**src/logic/cpu_consts.svh**
```systemverilog
`ifndef CPU_CONSTS_SVH
`define CPU_CONSTS_SVH

// --------------------
// Datapath
// --------------------

// Data word and byte address width
`define CPU_WORD_W 16

// Architectural registers, r0 reads as zero
`define CPU_REG_CNT 16

// --------------------
// Unified memory
// --------------------

// Depth in 16-bit words
`define CPU_MEM_WORDS 256

// Word index width, taken from byte address bits 8 to 1
`define CPU_MEM_AW 8

`endif

```
**src/logic/cpu_pkg.sv**
```systemverilog
`include "cpu_consts.svh"

package cpu_pkg;

	typedef logic [`CPU_WORD_W-1:0] word_t;
	typedef logic [$clog2(`CPU_REG_CNT)-1:0] reg_sel_t;

	// Bit 2 is Z, bit 1 is V, bit 0 is N
	typedef logic [2:0] flags_t;

	typedef enum logic [1:0] {
		FLAG_N = 2'd0,
		FLAG_V = 2'd1,
		FLAG_Z = 2'd2
	} flag_idx_t;

	typedef enum logic [3:0] {
		OP_ADD, OP_SUB, OP_XOR, OP_AND, OP_SLL, OP_SRA, OP_ROR, OP_OR,
		OP_LW, OP_SW, OP_LHB, OP_LLB, OP_B, OP_BR, OP_PCS, OP_HLT
	} opcode_t;

	typedef enum logic [1:0] {
		FWD_NONE,
		FWD_MEM,
		FWD_WB
	} fwd_sel_t;

	// --------------------
	// Pipeline registers
	// --------------------

	typedef struct packed {
		logic valid;
		word_t pc2;
		word_t instr;
	} if_id_t;

	typedef struct packed {
		logic valid;
		word_t pc2;
		word_t instr;
		word_t op_a;
		word_t op_b;
		reg_sel_t rd_sel_1;
		reg_sel_t rd_sel_2;
		reg_sel_t dst;
		logic reg_write;
		logic mem_to_reg;
		logic mem_write;
	} id_ex_t;

	// halt marks an HLT travelling toward writeback
	typedef struct packed {
		logic valid;
		word_t result;
		word_t store_data;
		word_t addr;
		reg_sel_t dst;
		logic reg_write;
		logic mem_to_reg;
		logic mem_write;
		logic halt;
	} ex_mem_t;

	typedef struct packed {
		logic valid;
		logic reg_write;
		logic halt;
		reg_sel_t dst;
		word_t wr_data;
	} mem_wb_t;

	// --------------------
	// External ports
	// --------------------

	typedef struct packed {
		logic strobe;
		word_t addr;
		word_t data;
	} load_t;

	typedef struct packed {
		logic strobe;
		word_t addr;
		word_t data;
	} store_t;

	// Source registers of one instruction and whether each is really read
	typedef struct packed {
		logic use_1;
		logic use_2;
		reg_sel_t sel_1;
		reg_sel_t sel_2;
	} src_sel_t;

	// SW, LHB and LLB read their destination on port 1
	function automatic src_sel_t decode_src(word_t instr);
		src_sel_t s;
		opcode_t op;
		op = opcode_t'(instr[15:12]);
		s.sel_1 = (op inside {OP_SW, OP_LHB, OP_LLB}) ? instr[11:8] : instr[7:4];
		s.sel_2 = (op inside {OP_SW, OP_LW}) ? instr[7:4] : instr[3:0];
		s.use_1 = !(op inside {OP_LW, OP_B, OP_PCS, OP_HLT});
		s.use_2 = op inside {OP_ADD, OP_SUB, OP_XOR, OP_AND, OP_OR, OP_LW, OP_SW};
		return s;
	endfunction

endpackage

```
**src/logic/alu.sv**
```systemverilog
`timescale 1ns/1ps
`include "cpu_consts.svh"

module alu (
	input cpu_pkg::word_t a,
	input cpu_pkg::word_t b,
	input logic [2:0] op,
	output cpu_pkg::word_t result,
	output cpu_pkg::flags_t flags,
	output cpu_pkg::flags_t flag_we
);

	localparam int MSB = `CPU_WORD_W - 1;

	// Doubled operand so a right shift gives the rotate
	logic [2*`CPU_WORD_W-1:0] rot;
	logic ovf;

	always_comb begin
		rot = {a, a} >> b[3:0];
		ovf = 1'b0;
		flag_we = '0;
		// Every operation updates Z
		flag_we[cpu_pkg::FLAG_Z] = 1'b1;

		case (cpu_pkg::opcode_t'({1'b0, op}))
			cpu_pkg::OP_ADD: begin
				result = a + b;
				ovf = (a[MSB] == b[MSB]) && (result[MSB] != a[MSB]);
				flag_we = '1;
			end
			cpu_pkg::OP_SUB: begin
				result = a - b;
				ovf = (a[MSB] != b[MSB]) && (result[MSB] != a[MSB]);
				flag_we = '1;
			end
			cpu_pkg::OP_XOR: result = a ^ b;
			cpu_pkg::OP_AND: result = a & b;
			// Shift amount is the low nibble of b
			cpu_pkg::OP_SLL: result = a << b[3:0];
			cpu_pkg::OP_SRA: result = cpu_pkg::word_t'($signed(a) >>> b[3:0]);
			cpu_pkg::OP_ROR: result = rot[MSB:0];
			cpu_pkg::OP_OR: result = a | b;
			default: result = '0;
		endcase

		flags[cpu_pkg::FLAG_Z] = (result == '0);
		flags[cpu_pkg::FLAG_V] = ovf;
		flags[cpu_pkg::FLAG_N] = result[MSB];
	end

endmodule

```
**config.mk**
```make
export PLATFORM = sky130hd
export DESIGN_NAME = alu
export DESIGN_NICKNAME = d
export VERILOG_FILES = /design/src/logic/cpu_pkg.sv /design/src/logic/alu.sv
export VERILOG_INCLUDE_DIRS = /design/src /design/src/logic
export SDC_FILE = /design/constraint.sdc
export NUM_CORES = 1
export LEC_CHECK = 0
export ABC_AREA = 1
export BUFFER_PORTS_ARGS = -buffer_cell sky130_fd_sc_hd__buf_4
export CORE_ASPECT_RATIO = 0.7
export CORE_MARGIN = 4
export CORE_UTILIZATION = 60
export DETAILED_ROUTE_END_ITERATION = 10
export PLACE_DENSITY = 0.83
export RECOVER_POWER = 100
export SYNTH_ARGS = -nofsm -noshare
export SYNTH_HDL_FRONTEND = slang
export SYNTH_SLANG_ARGS = --single-unit
```
**constraint.sdc**
```tcl
create_clock -name vclk -period 7.7
set_input_delay 1.54 -clock vclk [all_inputs]
set_output_delay 1.54 -clock vclk [all_outputs]
set_load 0.1 [all_outputs]
```
; Word level (Yosys, flattened, before mapping)
; Cells that the tools add are included.
[totals]
romBits = 0
mem_bits_rw = 0
reg_bits = 0
inputBits = 35
latch_bits = 0
wordCells = 27
n_memories = 0
output_inout_bits = 22
[op_classes]
n_reduce_logical = 5
n_mul = 0
n_addsub = 2
magnitude_cmp = 0
muxes = 3
n_div = 0
bitwise_logic = 3
shift = 3
eq_ne = 11
[op_table]
columns = op, n
row1 = $pmux W16 S8, 1
row2 = $shr A32 B4 Y16, 1
row3 = $add A16 B16 Y16, 1
row4 = $and A16 B16 Y16, 1
row5 = $logic_not A16 Y1, 1
row6 = $or A16 B16 Y16, 1
row7 = $shl A16 B4 Y16, 1
row8 = $sshr A16 B4 Y16, 1
row9 = $sub A16 B16 Y16, 1
row10 = $xor A16 B16 Y16, 1
row11 = $eq A3 B3 Y1 const B, 4
row12 = $eq A3 B2 Y1 const B, 2
row13 = $eq A3 B1 Y1 const B, 1
row14 = $logic_not A3 Y1, 1
row15 = $ne A1 B1 Y1, 3
row16 = $logic_and A1 B1 Y1, 2
row17 = $mux W2, 1
row18 = $pmux W1 S2, 1
row19 = $reduce_or A2 Y1, 1
row20 = $eq A1 B1 Y1, 1

; Logic depth before layout (Yosys ltp)
[depth]
depth_word = 4
mapped_depth = 19

; Worst setup path before layout
; No wires, ideal clock.
[synth_path]
path_kind = input -> output
start = input port b[3]
end = output port flags[2]
stages = 19
n_path_buf = 3
arrival_ns = 4.879
path_slack_ns = 1.281
t_required_ns = 6.160
path_cell_list = inv_1 clkbuf_1 buf_1 ha_1 buf_2 nor2_1 and2_1 nand2_1 nand2_1 nand2_1 nand2_1 nand2_1 nand3_1 nand2_1 nor2_1 nand2_1 nor2_1 nand2_1 nor2_1
[synth_between]
elab_chain_cells = 3
[synth_lines]
columns = element, line
row1 = "start, declared", alu.sv:6  ; input cpu_pkg::word_t b,
row2 = $sub A16 B16 Y16 (tied with other cells), alu.sv:33  ; result = a - b;
row3 = $pmux W16 S8 (*), alu.sv:26  ; case (cpu_pkg::opcode_t'({1'b0, op}))
row4 = $logic_not A16 Y1 (*), alu.sv:47  ; flags[cpu_pkg::FLAG_Z] = (result == '0);
row5 = "end, declared", alu.sv:9  ; output cpu_pkg::flags_t flags,
; Every way passes the cells marked *; elsewhere a longest branch is shown, timed or not.

; Worst setup path after layout
[layout_path]
start = input port b[1]
end = output port flags[1]
[layout_between]
elab_chain_cells = 4
[layout_lines]
columns = element, line
row1 = $sub A16 B16 Y16 / $add A16 B16 Y16 (equally long branches), "alu.sv:33, alu.sv:28"
row2 = "$ne A1 B1 Y1, on equally long branches", "alu.sv:34, alu.sv:29"
row3 = "$logic_and A1 B1 Y1, on equally long branches", "alu.sv:34, alu.sv:29"
row4 = $pmux W1 S2 (*), alu.sv:26
; Marked as above.

==> metrics.txt <==
status=finished, final reports clean; Slew Viols, Final=0; grt met1 use=0.521; GRT Util Overall=0.375; Min-Delay Startpoint=b[3]; CP peak stage delay=approximately 0.90 ns; Static Leak=2.78 nW; # rows=25; Final nets=a little over 1000; hold_buf cts=0; Post-Place Cell Area=around 0.0048 mm^2; slowest stage cell, crit path=clkbuf_1; final worst path period share=0.870; GR Util met3=0.121; DRT Wirelength=17700 um; CP Buf/Inv Count=3; main combinational cell family by area after synthesis=simple AND/OR/NAND/NOR gates; Layout area overhead=5.69%; clkbuf count=0; Post-CTS Setup Inserts=0; Routed WL per cell=17.3 um; Worst VDD drop=between 0.0001 and 0.00015 V; Critical Path, Cell by Cell=buf_4 -> inv_1 -> ha_1 -> nand3_1 -> nand3_1 -> nand3_1 -> nand2_1 -> nand2_1 -> nand2_1 -> xor2_1 -> o31ai_1 -> clkbuf_1; Synth Area in Compound Gates=0.115; initial antenna violation count=0; IO Port Bufs=56; seq_cells=0; max-cap violations=0; Post-Syn Nets=998; pwr/cell area=99.7 mW/mm^2; CP endpoint kind=output port; Yosys top cell area share=0.249; crit path kind=in2out; Synth area leader=nand2_1; Final Hold Viols=0; layout cell share with drive strength beyond 1=0.0634; commonest non-fill, non-tap cells in the layout=nand2_1, nand3_1, inv_1, nor2_1, ha_1; maximum fanout along the worst path=36; RSZ-0062 raised after global routing=false; Distinct cells, synth=39; GP Congestion=roughly 1.1; post-synthesis simple-gate area fraction=0.579; Pwr Total=0.468 mW; Post-Synth XOR/XNOR Area=0.00788; Tmin final=6.70 ns; Synth Cell Area=roughly 0.0044 mm^2; CP delay by family, top=buffers and inverters; first-pass GRT wire length=27500 um; Die ar.=about 0.0089 mm^2; mux contribution to synthesized area=0; Syn Inst Count=913; most common cell after layout, fill and taps aside=nand2_1; worst hold path type=in2out; CP Launch Type=input pin; gr busiest metal=met2; chip height=about 80 um; final std cells w/o fill=slightly above 1000; Worst Tran Pin Value=1.20 ns; Seq/Total Area, Yosys=0; antenna cells=0; Die W=111 um; setup TNS=0 ns; routed vias=6422; initial core utilization=0.637; grt met2 use=0.547; Critical Path RT=6.16 ns; Rel. slew slack=0.207; maximum clock frequency=149 MHz; Core Region=0.00698 mm^2; IO Pins=57; dpl hpwl=14400 um; fin area=0.00470 mm^2; DRC Markers=0; drt initial violations=1136; vias in the first global route=5592; Warnings, synthesis=0; average size of a mapped cell=between 4 and 5 um^2; largest cells by area after synthesis=nand2_1, nand3_1, ha_1, inv_1, nor2_1; Synth Area in Adders=0.144; post-CTS resize count=0; # setup viols final=0; drt first pass iters=7; vias per inst=6.27; fillers=714; antenna-violating nets left=0; Worst EP arrival=a little over 5 ns; CP startpoint=b[1]; largest net degree at the start of global routing=38; DP Cell Count=approximately 1000; Overflow after GRT=0; Register Area=0 um^2
-- area by class of cell --
| cell class | count | area [um^2] | area share |
|---|---|---|---|
| inverter | 123 | 464 | 0.0988 |
| multi-input combinational | 752 | 3760 | 0.801 |
| tap | 94 | 118 | 0.0250 |
| timing repair buffer | 56 | 353 | 0.0751 |
-- cell families (layout without fill, tap and decap cells) --
logic type | Yosys count | count (layout)
compound gates | 93 | 93
xor+xnor | 4 | 4
fa+ha+maj | 50 | 50
buf+inv | 161 | 179
other cells | 1 | 1
simple gates | 604 | 604
-- Yosys cell counts (all sizes together) --
| library cell | instances |
|---|---|
| nor4 | 1 |
| a21oi | 41 |
| a31oi | 1 |
| nand2 | 299 |
| o31ai | 1 |
| clkbuf | 5 |
| fa | 2 |
| nor3b | 1 |
| ha | 48 |
| o2111ai | 1 |
| o21bai | 2 |
| a211oi | 1 |
| buf | 33 |
| o22ai | 2 |
| nand4 | 11 |
| o211ai | 4 |
| inv | 123 |
| o21a | 1 |
| and3 | 1 |
| and2 | 3 |
| nor3 | 5 |
| nand3 | 172 |
| conb | 1 |
| o21ai | 36 |
| o221ai | 3 |
| or2 | 1 |
| xor2 | 4 |
| nor2 | 110 |
-- path summary, 6_finish.rpt --
kind / to / depth (start not counted)
worst max-delay path: flags[1] / 12
worst min-delay path: result[0] / 6
-- tightest hold or removal path, cell delays in order --
cell and delay (ns):
buf_4 0.17, o21ai_0 0.16, o21ai_0 0.12, nand2_1 0.11, inv_1 0.04, buf_4 0.22
-- routing by layer --
layer	vias up	part of all wire
met4	0	0.043
met1	2772	0.41
met2	598	0.37
met3	87	0.18
li1	2965	-
met5	-	0
-- power by group --
part	total [mW]	internal [mW]	switching, mW	leakage, nW
Combinational	0.468	0.107	0.361	2.78
Sequential	0	0	0	0
Clock	0	0	0	0
-- stage by stage --
step | setup slack [ns] | hold slack [ns] | utilization
2_1_floorplan | 1.28 | 3.46 | -
3_3_place_gp | 1.77 | 3.65 | 0.683
3_5_place_dp | 1.73 | 3.67 | 0.683
4_1_cts | 1.74 | 3.68 | 0.683
5_1_grt | 0.864 | 3.97 | 0.674
6_report | 1.00 | 3.90 | 0.674
Power figures use the tool's default switching activity.
