===== config.mk =====
export PLATFORM = sky130hd
export DESIGN_NAME = reg_file
export DESIGN_NICKNAME = d
export VERILOG_FILES = /design/src/logic/cpu_pkg.sv /design/src/logic/reg_file.sv
export VERILOG_INCLUDE_DIRS = /design/src /design/src/logic
export SDC_FILE = /design/constraint.sdc
export NUM_CORES = 1
export LEC_CHECK = 0
export BUFFER_PORTS_ARGS = -buffer_cell sky130_fd_sc_hd__buf_2
export CAP_MARGIN = 20
export CORE_ASPECT_RATIO = 0.6
export CORE_MARGIN = 5
export CORE_UTILIZATION = 46
export CTS_BUF_LIST = sky130_fd_sc_hd__clkbuf_2
export DETAILED_ROUTE_END_ITERATION = 12
export HOLD_SLACK_MARGIN = 0.1
export PLACE_DENSITY = 0.66
export SLEW_MARGIN = 20
export SYNTH_ARGS = -nofsm -noshare
export SYNTH_HDL_FRONTEND = slang
export SYNTH_SLANG_ARGS = --single-unit
export TNS_END_PERCENT = 50

===== constraint.sdc =====
create_clock -name clk -period 1.55 [get_ports clk]
set_input_delay 0.155 -clock clk [delete_from_list [all_inputs] [get_ports clk]]
set_output_delay 0.155 -clock clk [all_outputs]
set_load 0.01 [all_outputs]

===== src/logic/cpu_consts.svh =====
`ifndef CPU_CONSTS_SVH
`define CPU_CONSTS_SVH

// --------------------
// Datapath
// --------------------

// Data word and byte address width
`define CPU_WORD_W 16

// Architectural registers, r0 reads as zero
`define CPU_REG_CNT 16

// --------------------
// Unified memory
// --------------------

// Depth in 16-bit words
`define CPU_MEM_WORDS 256

// Word index width, taken from byte address bits 8 to 1
`define CPU_MEM_AW 8

`endif


===== src/logic/cpu_pkg.sv =====
`include "cpu_consts.svh"

package cpu_pkg;

	typedef logic [`CPU_WORD_W-1:0] word_t;
	typedef logic [$clog2(`CPU_REG_CNT)-1:0] reg_sel_t;

	// Bit 2 is Z, bit 1 is V, bit 0 is N
	typedef logic [2:0] flags_t;

	typedef enum logic [1:0] {
		FLAG_N = 2'd0,
		FLAG_V = 2'd1,
		FLAG_Z = 2'd2
	} flag_idx_t;

	typedef enum logic [3:0] {
		OP_ADD, OP_SUB, OP_XOR, OP_AND, OP_SLL, OP_SRA, OP_ROR, OP_OR,
		OP_LW, OP_SW, OP_LHB, OP_LLB, OP_B, OP_BR, OP_PCS, OP_HLT
	} opcode_t;

	typedef enum logic [1:0] {
		FWD_NONE,
		FWD_MEM,
		FWD_WB
	} fwd_sel_t;

	// --------------------
	// Pipeline registers
	// --------------------

	typedef struct packed {
		logic valid;
		word_t pc2;
		word_t instr;
	} if_id_t;

	typedef struct packed {
		logic valid;
		word_t pc2;
		word_t instr;
		word_t op_a;
		word_t op_b;
		reg_sel_t rd_sel_1;
		reg_sel_t rd_sel_2;
		reg_sel_t dst;
		logic reg_write;
		logic mem_to_reg;
		logic mem_write;
	} id_ex_t;

	// halt marks an HLT travelling toward writeback
	typedef struct packed {
		logic valid;
		word_t result;
		word_t store_data;
		word_t addr;
		reg_sel_t dst;
		logic reg_write;
		logic mem_to_reg;
		logic mem_write;
		logic halt;
	} ex_mem_t;

	typedef struct packed {
		logic valid;
		logic reg_write;
		logic halt;
		reg_sel_t dst;
		word_t wr_data;
	} mem_wb_t;

	// --------------------
	// External ports
	// --------------------

	typedef struct packed {
		logic strobe;
		word_t addr;
		word_t data;
	} load_t;

	typedef struct packed {
		logic strobe;
		word_t addr;
		word_t data;
	} store_t;

	// Source registers of one instruction and whether each is really read
	typedef struct packed {
		logic use_1;
		logic use_2;
		reg_sel_t sel_1;
		reg_sel_t sel_2;
	} src_sel_t;

	// SW, LHB and LLB read their destination on port 1
	function automatic src_sel_t decode_src(word_t instr);
		src_sel_t s;
		opcode_t op;
		op = opcode_t'(instr[15:12]);
		s.sel_1 = (op inside {OP_SW, OP_LHB, OP_LLB}) ? instr[11:8] : instr[7:4];
		s.sel_2 = (op inside {OP_SW, OP_LW}) ? instr[7:4] : instr[3:0];
		s.use_1 = !(op inside {OP_LW, OP_B, OP_PCS, OP_HLT});
		s.use_2 = op inside {OP_ADD, OP_SUB, OP_XOR, OP_AND, OP_OR, OP_LW, OP_SW};
		return s;
	endfunction

endpackage


===== src/logic/reg_file.sv =====
`timescale 1ns/1ps
`include "cpu_consts.svh"

module reg_file #(
	parameter int WIDTH = `CPU_WORD_W
) (
	input logic clk,
	input logic rst,
	input cpu_pkg::reg_sel_t rd_sel_1,
	input cpu_pkg::reg_sel_t rd_sel_2,
	output logic [WIDTH-1:0] rd_data_1,
	output logic [WIDTH-1:0] rd_data_2,
	input logic wr_en,
	input cpu_pkg::reg_sel_t wr_sel,
	input logic [WIDTH-1:0] wr_data
);

	logic [WIDTH-1:0] regs [`CPU_REG_CNT];

	always_ff @(posedge clk) begin
		if (rst) begin
			for (int i = 0; i < `CPU_REG_CNT; i++) begin
				regs[i] <= '0;
			end
		end else if (wr_en && wr_sel != '0) begin
			regs[wr_sel] <= wr_data;
		end
	end

	// Write-first, the word being written wins over the stored one
	assign rd_data_1 = (rd_sel_1 == '0) ? '0 :
		(wr_en && wr_sel == rd_sel_1) ? wr_data : regs[rd_sel_1];
	assign rd_data_2 = (rd_sel_2 == '0) ? '0 :
		(wr_en && wr_sel == rd_sel_2) ? wr_data : regs[rd_sel_2];

endmodule


After elaboration in Yosys (flattened, before gate mapping)
Memory sizes are Yosys's and may differ from the RTL's. Index checks and enable logic that the tools add are counted.

Muxes and demuxes: 12. Equality and inequality tests: 2. Reductions and logical operators: 7.

Operator list (number): 2-to-1 mux 16 bit (5); OR reduction 16 bit (1); == test 4 bit (2); logical NOT 4 bit (2); 2-to-1 mux 1 bit (6); 2-to-1 mux 4 bit (1); nonzero test 4 bit (1); logical AND 1 bit (3).

Memories: 1. Logic and storage cells: 22. Output and inout bits: 32. Bits of input ports: 31. Flip-flop bits (word level): 0. Bits in writable memories: 256.

Memory list: regs (depth 16, bits a word 16, rd ports 2, clocked after Yosys merged registers in 0, wr ports 16, line reg_file.sv:18) `` logic [WIDTH-1:0] regs [`CPU_REG_CNT]; ``.

Longest topological paths before layout
Word-level depth: 7. Depth in mapped cells: 8. Mapped depth without buffers: 4.

Least setup slack after synthesis
Ideal clock, no wire load.

Path type: input port to output port. Start: in rd_sel_1[1]. End: out rd_data_1[5]. Required time: 1.395 ns. Data arrival time: 1.437 ns. Buffers on the path: 3. Path slack: -0.042 ns. Stages on the path: 7. Cell sequence: buf_2 or3b_1 clkbuf_1 buf_2 o22ai_1 a211oi_1 a31oi_1.

Cells in the longest elaborated chain, start to end: 4. Elaborated cells between the ends (all ways): 6. Those cells by class: eq/ne (1); mux (2); reduce/logical (2); memory (1).

RTL lines: start, declared (line reg_file.sv:9) `input cpu_pkg::reg_sel_t rd_sel_1,`; branches (longest 3 deep; another with memory read (16 x 16 bit)); 2-to-1 mux 16 bit (*) (line reg_file.sv:31) `assign rd_data_1 = (rd_sel_1 == '0) ? '0 :`; end, declared (line reg_file.sv:11) `output logic [WIDTH-1:0] rd_data_1,`.

Every way passes the cells marked *.

==> metrics.log <==
INFO  metric dr_total_vias = 10422
INFO  metric finish.utilization = 56.9%
INFO  metric path_clk_slew = 0.14 ns
INFO  metric count_of_flip_flops_with_a_built_in_enable_after_synthesis = 256
INFO  metric timing.hold.ws = 0.218 ns
INFO  metric die_width = 236 um
INFO  metric vdd_drop_max = 0.489 mV
INFO  metric slew_headroom = 50.9%
INFO  metric cts_buffers = 60
INFO  metric detailed_route_wire_length_per_cell = 26.9 um
INFO  metric max-clock-path-buffers = 3
INFO  metric critPathLaunchType = flip-flop
INFO  metric wl = 45900 um
INFO  metric worstPathRequired = 1.39 ns
INFO  metric period_minus_slack = 2.74 ns
INFO  metric top_regs = regs x256
INFO  metric grt_max_degree = 46
INFO  metric critical_path.n_buffers_inverters = 1
INFO  metric ffs_latches_synth = 256
INFO  metric worstHoldStart = wr_sel[1]
INFO  metric timing.final.setup_violations = 32
INFO  metric holdPathStages = 5
INFO  metric min_delay_worst_endpoint = regs[2][14]
INFO  metric violations = negative setup slack
INFO  metric largest_register_ffs = 256
INFO  metric power.combinational.fraction = 18.1%
INFO  metric post-route-drc-count = 0
INFO  metric cellInternalPower = 11.0 mW
INFO  metric power_density = 907 nW/um2
INFO  metric synth_area_leaders = edfxtp_1, and2_1, mux4_2, mux2i_1, o22ai_1
INFO  metric synth_top_cell_by_area = edfxtp_1
INFO  metric switching_share = 29.5%
INFO  metric crit_path_top_delay_cell = mux4_2
INFO  metric cts_setup_buffers = 0
INFO  metric count_of_mapped_cells_out_of_synthesis = 1047
INFO  metric max_slew.worst_pin.slew = 0.733 ns
INFO  metric drt.antenna.violating_nets = 0
INFO  metric outcome = finished, violations left
INFO  metric synth.yosys.warnings = 0
INFO  metric synth_top_area_share = 54.5%
INFO  metric number_of_distinct_library_cell_variants_in_the_gate_level_netlist_after_synthesis = 29
INFO  metric dieArea = 34400 um2
INFO  metric first_pass_grt_wire_length = 67800 um
INFO  metric p_leak = 6.49 nW
INFO  metric cap_viol_max_count = 0
INFO  metric vias_per_cell = 6.11
INFO  metric asyncSetResetFlopFracSynth = 0%
INFO  metric tritoncts_clock_tree = yes
INFO  metric part_of_the_cycle_the_worst_path_needs = 176%
INFO  metric critical-path-top-delay-family = multiplexers
INFO  metric clockPowerShare = 28.9%
INFO  metric cells_along_the_critical_path = mux4_2 > mux2_4 > a211oi_2 > a21oi_2 > buf_2
INFO  metric routabilityCongestion = 0.957
INFO  metric worst-endpoint-arrival = 2.58 ns
INFO  metric root_buffer = clkbuf_2
INFO  metric clock_sinks = 256
INFO  metric gr-total-overflow = 0
INFO  metric timing.critical_path.to_type = output pin
INFO  metric synth.most_common_cell = edfxtp_1
INFO  metric unrepaired_setup_endpoints_after_global_routing = yes
INFO  metric drt_pass1_iterations = 7
INFO  metric finalNetCount = 1278
INFO  metric global_route.usage.total = 26.3%
INFO  metric final_hold_viols = 0
INFO  metric rows = 49
INFO  metric synth_common_cells = edfxtp_1, and2_1, mux2i_1, mux4_2, o22ai_1
INFO  metric worst_setup_path_startpoint = regs[14][14]
INFO  metric seq_power_share = 53.0%
INFO  metric synth-seq-area-share = 54.5%
INFO  metric synthToLayoutAreaGrowth = 21.5%
INFO  metric criticalPathCategory = flip-flop to output pin
INFO  metric layout-drive-gt1-share = 33.9%
INFO  metric syn_avg_cell_area = 13.5 um2
INFO  metric boundaryPins = 63
INFO  metric area_inside_the_core_boundary = 30100 um2
INFO  metric clock.fmax = 366 MHz
INFO  metric cts_htree_levels = 2
INFO  metric final_max_slew_viol_count = 0
INFO  metric timing.critical_path.slowest_cell_delay = 0.48 ns
INFO  metric timing.hold.worst.class = primary input to flip-flop
INFO  metric post-route-worst-setup-slack = -1.19 ns
INFO  metric syn-cell-area = 14100 um2
INFO  metric grt_pass1_vias = 10569
INFO  metric worst-path-max-fanout = 2
INFO  metric largest-register = regs
INFO  metric antenna_violations_before_repair = 2
INFO  metric dr.first_iter.drc_count = 1217
INFO  metric place_hpwl = 31600 um
INFO  metric ys_dominant_reg_cell = edfxtp_1
INFO  metric floorplan.die.height = 146 um
INFO  metric reported_net_switching_power = 4.58 mW
INFO  metric total_power = 15.5 mW
INFO  metric count_of_port_buffers_added_during_placement = 62
INFO  metric floorplan.initialDensity = 46.8%
power groups by stage:
stage / Sequential [mW] / Combinational [mW] / Clock (mW)
after global routing: 8.28 / 2.93 / 4.96
after CTS: 8.23 / 2.73 / 4.58
after detailed placement: 8.38 / 2.61 / 0
after global placement: 8.36 / 2.59 / 0
after floorplan: 8.30 / 1.51 / 0
final: 8.24 / 2.81 / 4.49
cell families (layout without fill, tap and decap cells):
group | Yosys count | in the layout | share of synthesized area [%]
other cells | 1 | 18 | 0.0266
simple gates | 327 | 327 | 14.1
xor+xnor | 8 | 8 | 0.497
buf+inv | 101 | 335 | 3.78
flops | 256 | 256 | 54.5
mux | 194 | 194 | 19.5
compound gates | 160 | 160 | 7.65
layer usage:
layer	share of wire [%]	routed length (um)	GRT usage, %	vias to the layer above
met5	0	0	0	-
met4	2.6	1200	7.37	0
met3	9.7	4470	5.83	96
met2	44	20200	39.6	613
met1	44	20100	38.8	5249
li1	-	-	-	4464
cell usage in the layout, fill, tap and decap left out, types with 2 or more instances in the layout:
cell type,n
edfxtp_1,256
and2_1,240
mux2i_1,127
buf_4,108
clkbuf_2,86
mux4_2,64
o22ai_1,63
buf_2,57
buf_12,36
o31ai_1,32
nand3_1,31
a211oi_2,29
clkinv_1,21
dlygate4sd3_1,20
a31oi_2,19
conb_1,16
or2_2,14
nor2_1,13
xnor2_1,8
a31oi_1,8
nand2_1,4
or2_1,4
nand3b_1,4
or3b_1,4
a211oi_4,3
a31oi_4,3
nor3_2,3
buf_6,3
diode_2,2
nand3_2,2
mux2_4,2
or3_1,2
a21oi_2,2
nor2b_1,2
nand2b_1,2
inv_2,2
final cells by class:
type	count	area (um2)
Multi-Input combinational cell	705	6330
Fill cell	2475	13000
Sequential cell	256	7690
Tap cell	408	510
Clock inverter	25	121
Timing Repair Buffer	224	2050
Clock buffer	86	430
Antenna cell	2	5.00
worst max path at each step:
stage                    endpoint  slack (ns)  cells after the start
detailed placement   rd_data_1[3]       -0.54                      8
finish              rd_data_1[14]       -1.19                      5
CTS                 rd_data_1[14]       -1.21                      5
floorplan           rd_data_2[10]       -0.02                      7
global placement     rd_data_1[3]       -0.54                      8
global route        rd_data_1[14]       -1.28                      5
repair_timing:
item,4_1_cts,5_1_grt
endpoints found under the hold margin,292,0
gates resized for setup,22,12
setup endpoints to repair,32,32
hold buffers,20,0
pin swaps,41,8
stage by stage:
stage	setup WS [ns]	instances	TNS [ns]	area [um2]
2_1_floorplan	-0.0191	1062	-0.464	14400
3_3_place_gp	-0.544	1573	-18.05	16200
3_5_place_dp	-0.535	1573	-18.40	16200
4_1_cts	-1.21	1704	-33.10	17100
5_1_grt	-1.28	1705	-34.86	17100
6_report	-1.19	1706	-31.09	17100
Power figures use the tool's default switching activity.
