[src/logic/cpu_consts.svh]
`ifndef CPU_CONSTS_SVH
`define CPU_CONSTS_SVH

// --------------------
// Datapath
// --------------------

// Data word and byte address width
`define CPU_WORD_W 16

// Architectural registers, r0 reads as zero
`define CPU_REG_CNT 16

// --------------------
// Unified memory
// --------------------

// Depth in 16-bit words
`define CPU_MEM_WORDS 256

// Word index width, taken from byte address bits 8 to 1
`define CPU_MEM_AW 8

`endif

[src/logic/cpu_pkg.sv]
`include "cpu_consts.svh"

package cpu_pkg;

	typedef logic [`CPU_WORD_W-1:0] word_t;
	typedef logic [$clog2(`CPU_REG_CNT)-1:0] reg_sel_t;

	// Bit 2 is Z, bit 1 is V, bit 0 is N
	typedef logic [2:0] flags_t;

	typedef enum logic [1:0] {
		FLAG_N = 2'd0,
		FLAG_V = 2'd1,
		FLAG_Z = 2'd2
	} flag_idx_t;

	typedef enum logic [3:0] {
		OP_ADD, OP_SUB, OP_XOR, OP_AND, OP_SLL, OP_SRA, OP_ROR, OP_OR,
		OP_LW, OP_SW, OP_LHB, OP_LLB, OP_B, OP_BR, OP_PCS, OP_HLT
	} opcode_t;

	typedef enum logic [1:0] {
		FWD_NONE,
		FWD_MEM,
		FWD_WB
	} fwd_sel_t;

	// --------------------
	// Pipeline registers
	// --------------------

	typedef struct packed {
		logic valid;
		word_t pc2;
		word_t instr;
	} if_id_t;

	typedef struct packed {
		logic valid;
		word_t pc2;
		word_t instr;
		word_t op_a;
		word_t op_b;
		reg_sel_t rd_sel_1;
		reg_sel_t rd_sel_2;
		reg_sel_t dst;
		logic reg_write;
		logic mem_to_reg;
		logic mem_write;
	} id_ex_t;

	// halt marks an HLT travelling toward writeback
	typedef struct packed {
		logic valid;
		word_t result;
		word_t store_data;
		word_t addr;
		reg_sel_t dst;
		logic reg_write;
		logic mem_to_reg;
		logic mem_write;
		logic halt;
	} ex_mem_t;

	typedef struct packed {
		logic valid;
		logic reg_write;
		logic halt;
		reg_sel_t dst;
		word_t wr_data;
	} mem_wb_t;

	// --------------------
	// External ports
	// --------------------

	typedef struct packed {
		logic strobe;
		word_t addr;
		word_t data;
	} load_t;

	typedef struct packed {
		logic strobe;
		word_t addr;
		word_t data;
	} store_t;

	// Source registers of one instruction and whether each is really read
	typedef struct packed {
		logic use_1;
		logic use_2;
		reg_sel_t sel_1;
		reg_sel_t sel_2;
	} src_sel_t;

	// SW, LHB and LLB read their destination on port 1
	function automatic src_sel_t decode_src(word_t instr);
		src_sel_t s;
		opcode_t op;
		op = opcode_t'(instr[15:12]);
		s.sel_1 = (op inside {OP_SW, OP_LHB, OP_LLB}) ? instr[11:8] : instr[7:4];
		s.sel_2 = (op inside {OP_SW, OP_LW}) ? instr[7:4] : instr[3:0];
		s.use_1 = !(op inside {OP_LW, OP_B, OP_PCS, OP_HLT});
		s.use_2 = op inside {OP_ADD, OP_SUB, OP_XOR, OP_AND, OP_OR, OP_LW, OP_SW};
		return s;
	endfunction

endpackage

[src/logic/hazard_unit.sv]
`timescale 1ns/1ps

module hazard_unit (
	input cpu_pkg::if_id_t id,
	input cpu_pkg::id_ex_t ex,
	input cpu_pkg::ex_mem_t mem,
	input cpu_pkg::mem_wb_t wb,
	output cpu_pkg::fwd_sel_t fwd_a,
	output cpu_pkg::fwd_sel_t fwd_b,
	output logic stall,
	output logic halting,
	output logic hlt_seen
);

	cpu_pkg::src_sel_t id_src;
	logic mem_fwd_ok;
	logic wb_fwd_ok;
	logic ex_is_load;
	logic id_hlt;
	logic ex_hlt;

	// Memory stage is younger, so it wins over writeback
	function automatic cpu_pkg::fwd_sel_t fwd_for(
		cpu_pkg::reg_sel_t src,
		logic mem_ok,
		cpu_pkg::reg_sel_t mem_dst,
		logic wb_ok,
		cpu_pkg::reg_sel_t wb_dst
	);
		if (mem_ok && mem_dst == src) begin
			return cpu_pkg::FWD_MEM;
		end
		if (wb_ok && wb_dst == src) begin
			return cpu_pkg::FWD_WB;
		end
		return cpu_pkg::FWD_NONE;
	endfunction

	// --------------------
	// Forwarding
	// --------------------

	// Writes to r0 are never forwarded
	assign mem_fwd_ok = mem.valid && mem.reg_write && mem.dst != '0;
	assign wb_fwd_ok = wb.valid && wb.reg_write && wb.dst != '0;

	assign fwd_a = fwd_for(ex.rd_sel_1, mem_fwd_ok, mem.dst, wb_fwd_ok, wb.dst);
	assign fwd_b = fwd_for(ex.rd_sel_2, mem_fwd_ok, mem.dst, wb_fwd_ok, wb.dst);

	// --------------------
	// Load-use stall
	// --------------------

	assign id_src = cpu_pkg::decode_src(id.instr);
	assign ex_is_load = ex.valid && ex.mem_to_reg && ex.dst != '0;

	assign stall = id.valid && ex_is_load &&
		((id_src.use_1 && id_src.sel_1 == ex.dst) ||
		(id_src.use_2 && id_src.sel_2 == ex.dst));

	// --------------------
	// Halt
	// --------------------

	assign id_hlt = id.valid && id.instr[15:12] == cpu_pkg::OP_HLT;
	assign ex_hlt = ex.valid && ex.instr[15:12] == cpu_pkg::OP_HLT;

	assign halting = id_hlt || ex_hlt || (mem.valid && mem.halt) || (wb.valid && wb.halt);
	assign hlt_seen = wb.valid && wb.halt;

endmodule

[config.mk]
export PLATFORM = sky130hd
export DESIGN_NAME = hazard_unit
export DESIGN_NICKNAME = d
export VERILOG_FILES = /design/src/logic/cpu_pkg.sv /design/src/logic/hazard_unit.sv
export VERILOG_INCLUDE_DIRS = /design/src /design/src/logic
export SDC_FILE = /design/constraint.sdc
export NUM_CORES = 1
export LEC_CHECK = 0
export BUFFER_PORTS_ARGS = -buffer_cell sky130_fd_sc_hd__clkbuf_2
export CELL_PAD_IN_SITES_DETAIL_PLACEMENT = 1
export CELL_PAD_IN_SITES_GLOBAL_PLACEMENT = 2
export CORE_MARGIN = 1.5
export CORE_UTILIZATION = 10
export DETAILED_ROUTE_END_ITERATION = 10
export PLACE_DENSITY = 0.95
export REMOVE_ABC_BUFFERS = 1
export SYNTH_ARGS = -nofsm -noshare
export SYNTH_HDL_FRONTEND = slang
export SYNTH_SLANG_ARGS = --single-unit
[constraint.sdc]
create_clock -name vclk -period 3.2
set_clock_uncertainty 0.1 [all_clocks]
set_input_delay 0.48 -clock vclk [all_inputs]
set_output_delay 0.48 -clock vclk [all_outputs]
set_load 0.01 [all_outputs]
* Word-level counts from Yosys, hierarchy flattened
Cells that the tools add are included.
Operators by class: multiplexer cells 16, shifts and indexed selects 0, eq/ne operators 18, $mul 0, $add $sub $neg 0, magnitude comparators 0, divide/modulo/power cells 0, bitwise operators 0, reduce and logical (&&, ||, !) cells 31
Operator list (number):
- == test 4 bit, second input constant | 8
- == test 4 bit | 6
- logical AND 1 bit | 18
- two-way mux 2 bit | 8
- nonzero test 4 bit | 4
- == test 4 x 2 -> 1 bit, second input constant | 2
- two-way mux 4 bit | 2
- nonzero test 7 bit | 1
- two-way mux 1 bit | 6
- == test 4 x 1 -> 1 bit, second input constant | 1
- == test 4 x 3 -> 1 bit, second input constant | 1
- zero test 4 bit | 1
- logical OR 1 bit | 4
- nonzero test 3 bit | 1
- nonzero test 2 bit | 1
- zero test 1 bit | 1
Word-level totals: bits in latches 0, input port bits 193, word-level logic and storage cells 65, memory bits (writable) 0, flip-flop bits (word level) 0, memory bits (read-only) 0, memories kept 0, output and inout port bits 7

* Longest topological paths before layout
Gate-level depths: netlist of run 1.
depth in word-level cells 7, gate-level depth with buffers 6, depth with buffers taken out 5

* Least setup slack after synthesis of run 1
No wires, ideal clock.
path type input-to-output, from in ex[4] (netlist bit), to out stall, stages 5, setup slack 1.078 ns, data required time 2.620 ns, path buffers 1, data arrival time 1.542 ns, cell sequence buf_2 > or4_1 > nand4_1 > nand4b_1 > o2bb2ai_1
On the way: cells in the longest elaborated chain, start to end 4, elaborated cells between the ends (all ways) 9, those cells by class 2 x eq/ne; 7 x reduce/logical
Ends and longest elaborated chain:
- from (decl) | RTL line hazard_unit.sv:5 | input cpu_pkg::id_ex_t ex,
- == test 4 bit, or another cell as far along | RTL line hazard_unit.sv:58 | ((id_src.use_1 && id_src.sel_1 == ex.dst) ||
- logical AND 1 bit, on equally long branches | RTL line hazard_unit.sv:58, hazard_unit.sv:55, hazard_unit.sv:59
- logical OR 1 bit or logical AND 1 bit (tied branches) | RTL line hazard_unit.sv:58, hazard_unit.sv:57
- logical AND 1 bit (*) | RTL line hazard_unit.sv:57 | assign stall = id.valid && ex_is_load &&
- to (decl) | RTL line hazard_unit.sv:10 | output logic stall,
Mark *: on every way between the ends. The rest lies on a longest branch, timed or not.

* Worst setup path after layout of run 1
from in id[15] (netlist bit), to out stall
On the way: cells in the longest elaborated chain, start to end 7, elaborated cells between the ends (all ways) 25, those cells by class 13 x eq/ne; 2 x mux; 10 x reduce/logical
Ends and longest elaborated chain:
- from (decl) | RTL line hazard_unit.sv:4 | input cpu_pkg::if_id_t id,
- == test 4 bit, on equally long branches
- nonzero test 3 bit or nonzero test 2 bit (tied branches) | RTL line cpu_pkg.sv:102, cpu_pkg.sv:103
- two-way mux 4 bit, on equally long branches | RTL line cpu_pkg.sv:102, cpu_pkg.sv:103
- == test 4 bit, on equally long branches | RTL line hazard_unit.sv:58, hazard_unit.sv:59
- logical AND 1 bit, on equally long branches | RTL line hazard_unit.sv:58, hazard_unit.sv:59
- logical OR 1 bit (*) | RTL line hazard_unit.sv:58
- logical AND 1 bit (*) | RTL line hazard_unit.sv:57
Marks and branches as above.

==> impl_results.md, run 1 <==
- Die outline width: between 70 and 80 um
- Fin Setup TNS: 0 ns
- Final Core Density: 16.9%
- Netlist Area Pre-Place: roughly 560 um2
- 1st-iter DRT viols: 8
- Row count: 27
- Design Area, Final: 927 um2
- Remaining DRCs: 0
- First-pass GRT wire length: 3900 um
- Fmax: 385 MHz
- GP Congestion: 0.777
- Worst hold stages: 4
- Type of origin of the critical path: input pin
- Worst setup margin: 0.604 ns
- Core Area: 5470 um2
- Antenna diodes: 0
- Sequential-to-total area share from yosys stat: 0%
- Post-CTS Setup Inserts: 0
- CP Max Fanout: 7
- WP data required: 2.62 ns
- Largest stage delay, worst path: about 0.45 ns
- Placed Area: 927 um2
- Io pins: 200
- Die area: approximately 6000 um2
- Synth area leaders: xnor2_1 (34%), mux2i_1 (8.9%), nand4_1 (7.8%), nand3_1 (5.3%), or4_1 (5.3%)
- RSZ-0062 raised after global routing: false
- Largest net degree at the start of global routing: 9
- Top delay family on crit path: simple AND/OR/NAND/NOR gates
- Post-synth cell types: 26
- Min-delay src: wb[21]
- Router iterations before antenna repair: 2
- Min cycle time layout: about 2.6 ns
- CP max-delay cell: nor3b_2
- Crit path cell chain: clkbuf_2, nor3b_2, mux2i_1, xnor2_1, nor4_1, o2bb2ai_1, clkbuf_2
- Count of flip-flops and latches: 0
- Post-synth top cells: xnor2_1 (22), nand4_1 (7), nand3_1 (6), nor2_1 (6), mux2i_1 (5)
- Post-placement cell count: 209
- Vias in the first global route: 863
- Share of layout cells above drive strength 1: a little over two fifths
- Post-CTS Resized: 0
- Most frequent CP cell: clkbuf_2
- Status: finished, final reports clean
- Multi-input logic area: between 500 and 600 um2
- Initial antenna violation count: 0
- Fin crit share: 81.1%
- Filler cell count: 718
- Top-count cell post-synth: xnor2_1
- Worst Tran Pin Value: 0.481 ns
- Leak Pwr: approximately 0.39 nW
- Final non-filler cell total: around 210
- Clock buf count: 0
- Grt total ovfl: 0
- Max cap viols: 0
- Tot GR Track Use: 7.64%
- Final hold vios: 0
- Cell taking the most area after synthesis: xnor2_1
- Die Ht: 78.0 um
- Hold Path Class: input pin to output port
- Worst EP arrival: 2.02 ns
- Max-slew headroom: 67.8%
- IO Port Bufs: 56
- Post-route ant nets: 0
- Setup Viol. Count Final: 0
- CP Capture Type: output port
- DR vias: between 800 and 900
- Worst IR Drop VDD: 0.0000301 V
- Mean Syn Cell Area: 6.85 um2
- Reg area: 0 um2
- Hold-fix buffers, CTS: 0
- Post-synth top area share: 34.3%
- Vias per Instance: 3.91
- Worst path bufs/invs: 2
- Crit path kind: input pin to output port
- Setup Slack @ Placement: around 0.58 ns
- Hold Path End: fwd_a[1]
- WL final: roughly 2400 um
- Routed length per instance: 11.4 um
- Fin nets: 332
- Synth warn: 0
- Max Slew Vio Count: 0
- Layout area overhead: 65.0%
- DPL Wire Length: 2220 um
- Synthesized instance count: 82
- Effective utilization at floorplan: 10.3%
- PD cells: between 100 and 150 nW/um2
-- cells by family after synthesis --
| logic type | Yosys count | synth area share, % |
|---|---|---|
| AOI/OAI and AO/OA | 12 | 13.4 |
| muxes | 5 | 8.91 |
| xor gates and xnor gates | 23 | 35.9 |
| buffers and inverters | 3 | 2.23 |
| and+or+nand+nor | 39 | 39.6 |
-- power by group --
group / internal [mW] / switching (mW)
clock: 0 / 0
sequential: 0 / 0
combinational: 0.0556 / 0.0525
total: 0.0556 / 0.0525
-- layout by cell type, fill, tap and decap left out --
master,instances
xor2_1,1
or4_1,4
or2_2,1
a21oi_1,4
o2bb2ai_1,1
a21boi_0,1
o21ai_0,3
nand2_1,4
nor3b_2,1
nor2_1,6
nand3_1,6
nor4_1,1
nor3_1,4
nand4b_1,1
a2111oi_0,1
mux2i_1,5
nand4_1,7
and2b_2,1
xnor2_1,22
o211ai_1,1
nand2b_1,1
inv_1,2
clkbuf_2,56
nor2b_1,1
and2_1,1
a211oi_1,1
-- stage by stage --
step	total power, mW	hold slack, ns
floorplan	0.0523	0.995
global placement	0.107	1.21
detailed placement	0.109	1.22
CTS	0.110	1.22
global route	0.120	1.24
finish	0.108	1.21
-- layout make-up --
class | instances | area share, %
multi-input combinational | 79 | 59.2
timing repair buffer | 56 | 30.2
tap | 72 | 9.72
inverter | 2 | 0.810
-- worst max-delay path by stage --
stage,startpoint,slack (ns),end,cells past startpoint
final,id[15],0.60,stall,7
after global routing,id[15],0.43,stall,7
after CTS,id[15],0.57,stall,7
after detailed placement,id[15],0.58,stall,7
after global placement,id[15],0.60,stall,7
after floorplan,mem[4],1.12,fwd_a[1],4
-- routing by layer --
layer | track usage (%) | vias up | wire length, um
met2 | 15.1 | 48 | 1180
met5 | 0 | - | 0
li1 | - | 416 | -
met4 | 0 | 0 | 0
met3 | 1.06 | 0 | 207
met1 | 9.10 | 353 | 989
Power figures use the tool's default switching activity.
==> inputs of run 2 (changes only) <==
==> constraint.sdc (replaced) <==
create_clock -name vclk -period 2.4
set_clock_uncertainty 0.1 [all_clocks]
set_input_delay 0.36 -clock vclk [all_inputs]
set_output_delay 0.36 -clock vclk [all_outputs]
set_load 0.01 [all_outputs]
==> impl_results.md, run 2 (synthesized netlist as in run 1, its figures left out) <==
- Crit path kind: input pin to output port (unchanged)
- WL final: 2360 um (was 2380 um)
- Worst Tran Pin Value: 0.418 ns (was 0.481 ns)
- Die outline width: 78.0 um (unchanged)
- Core Area: 5470 um2 (unchanged)
- Type of origin of the critical path: input pin (unchanged)
- Count of flip-flops and latches: 0 (unchanged)
- Io pins: 200 (unchanged)
- WP data required: 1.94 ns (was 2.62 ns)
- Hold Path Class: input pin to output port (unchanged)
- Most frequent CP cell: clkbuf_2 (unchanged)
- Vias in the first global route: 884 (was 863)
- Final Core Density: 17.1% (was 16.9%)
- Post-CTS Resized: 0 (unchanged)
- Worst IR Drop VDD: 0.0000458 V (was 0.0000301 V)
- CP Capture Type: output port (unchanged)
- Worst EP arrival: 1.77 ns (was 2.02 ns)
- CP max-delay cell: a2111oi_0 (was nor3b_2)
- Share of layout cells above drive strength 1: 43.5% (was 43.1%)
- Max Slew Vio Count: 0 (unchanged)
- Max cap viols: 0 (unchanged)
- Router iterations before antenna repair: 4 (was 2)
- DR vias: 821 (was 817)
- Routed length per instance: 11.2 um (was 11.4 um)
- RSZ-0062 raised after global routing: false (unchanged)
- CP Max Fanout: 6 (was 7)
- Die Ht: 78.0 um (unchanged)
- Final hold vios: 0 (unchanged)
- Status: finished, final reports clean (unchanged)
- Most common cell after layout, fill and taps aside: clkbuf_2 (unchanged)
- Worst path bufs/invs: 2 (unchanged)
- Largest stage delay, worst path: 0.44 ns (was 0.45 ns)
- Min cycle time layout: about 2.2 ns
- Effective utilization at floorplan: 10.3% (unchanged)
- Remaining DRCs: 0 (unchanged)
- Hold Slack: 0.966 ns (was 1.21 ns)
- Fmax: 449 MHz
- Placed Area: 935 um2 (was 927 um2)
- Initial antenna violation count: 0 (unchanged)
- Crit path cell chain: clkbuf_2, nor2_1, nor3_1, a2111oi_0, nand4b_1, o2bb2ai_1, clkbuf_2 (was clkbuf_2, nor3b_2, mux2i_1, xnor2_1, nor4_1, o2bb2ai_1, clkbuf_2)
- First-pass GRT wire length: 3930 um (was 3900 um)
- DPL Wire Length: 2240 um (was 2220 um)
- Largest net degree at the start of global routing: 9 (unchanged)
- Clock buf count: 0 (unchanged)
- IO Port Bufs: 56 (unchanged)
- Antenna diodes: 0 (unchanged)
- Setup Viol. Count Final: 0 (unchanged)
- Most frequent cells in the layout: clkbuf_2 (56), xnor2_1 (22), nand4_1 (7) (unchanged)
- Max-slew headroom: 71.4% (was 67.8%)
- Fin Setup TNS: 0 ns (unchanged)
- Post-route ant nets: 0 (unchanged)
- Hold-fix buffers, CTS: 0 (unchanged)
- Die area: 6080 um2 (unchanged)
- Layout area overhead: 66.4% (was 65.0%)
- Reg area: 0 um2 (unchanged)
- PD cells: 155 nW/um2 (was 117 nW/um2)
- Post-CTS Setup Inserts: 0 (unchanged)
- Grt total ovfl: 0 (unchanged)
- Tot GR Track Use: 7.64% (unchanged)
- Design Area, Final: 935 um2 (was 927 um2)
- Leak Pwr: 0.398 nW (was 0.393 nW)
- Total Power: 0.145 mW (was 0.108 mW)
- Fin crit share: 92.8%
- Vias per Instance: 3.91 (about the same)
- Fin nets: 333 (was 332)
- Row count: 27 (unchanged)
- Top delay family on crit path: compound AO/OA/AOI/OAI gates (was simple AND/OR/NAND/NOR gates)
- 1st-iter DRT viols: 1 (was 8)
- GP Congestion: 0.776 (was 0.777)
run 2: final cells by class:
type | instances | area (um2)
well taps | 72 | 90.1
inverters | 2 | 7.51
repair buffers | 57 | 288
multi-input cells | 79 | 549
fillers | 701 | 4540
run 2: through the flow:
| step | cells | setup slack [ns] |
|---|---|---|
| after global placement | 210 | 0.176 |
| after floorplan | 81 | 0.565 |
| after detailed placement | 210 | 0.175 |
| after global routing | 210 | 0.0103 |
| after CTS | 210 | 0.193 |
| final | 210 | 0.173 |
run 2: final timing paths:
| kind | start | end | slack [ns] | cells past startpoint |
|---|---|---|---|---|
| setup / recovery | id[13] | stall | 0.17 | 7 |
| hold / removal | wb[21] | fwd_a[1] | 0.97 | 4 |
run 2: per-layer routing:
layer / track usage (%) / wire length (um)
met3: 1.06 / 236
met1: 9.44 / 989
met4: 0 / 0
met2: 14.7 / 1140
met5: 0 / 0
run 2: where the power goes:
| group | leakage (nW) | internal, mW | total, mW | switching, mW |
|---|---|---|---|---|
| Combinational | 0.398 | 0.0749 | 0.145 | 0.0702 |
| Clock | 0 | 0 | 0 | 0 |
| Sequential | 0 | 0 | 0 | 0 |
| Total | 0.398 | 0.0749 | 0.145 | 0.0702 |
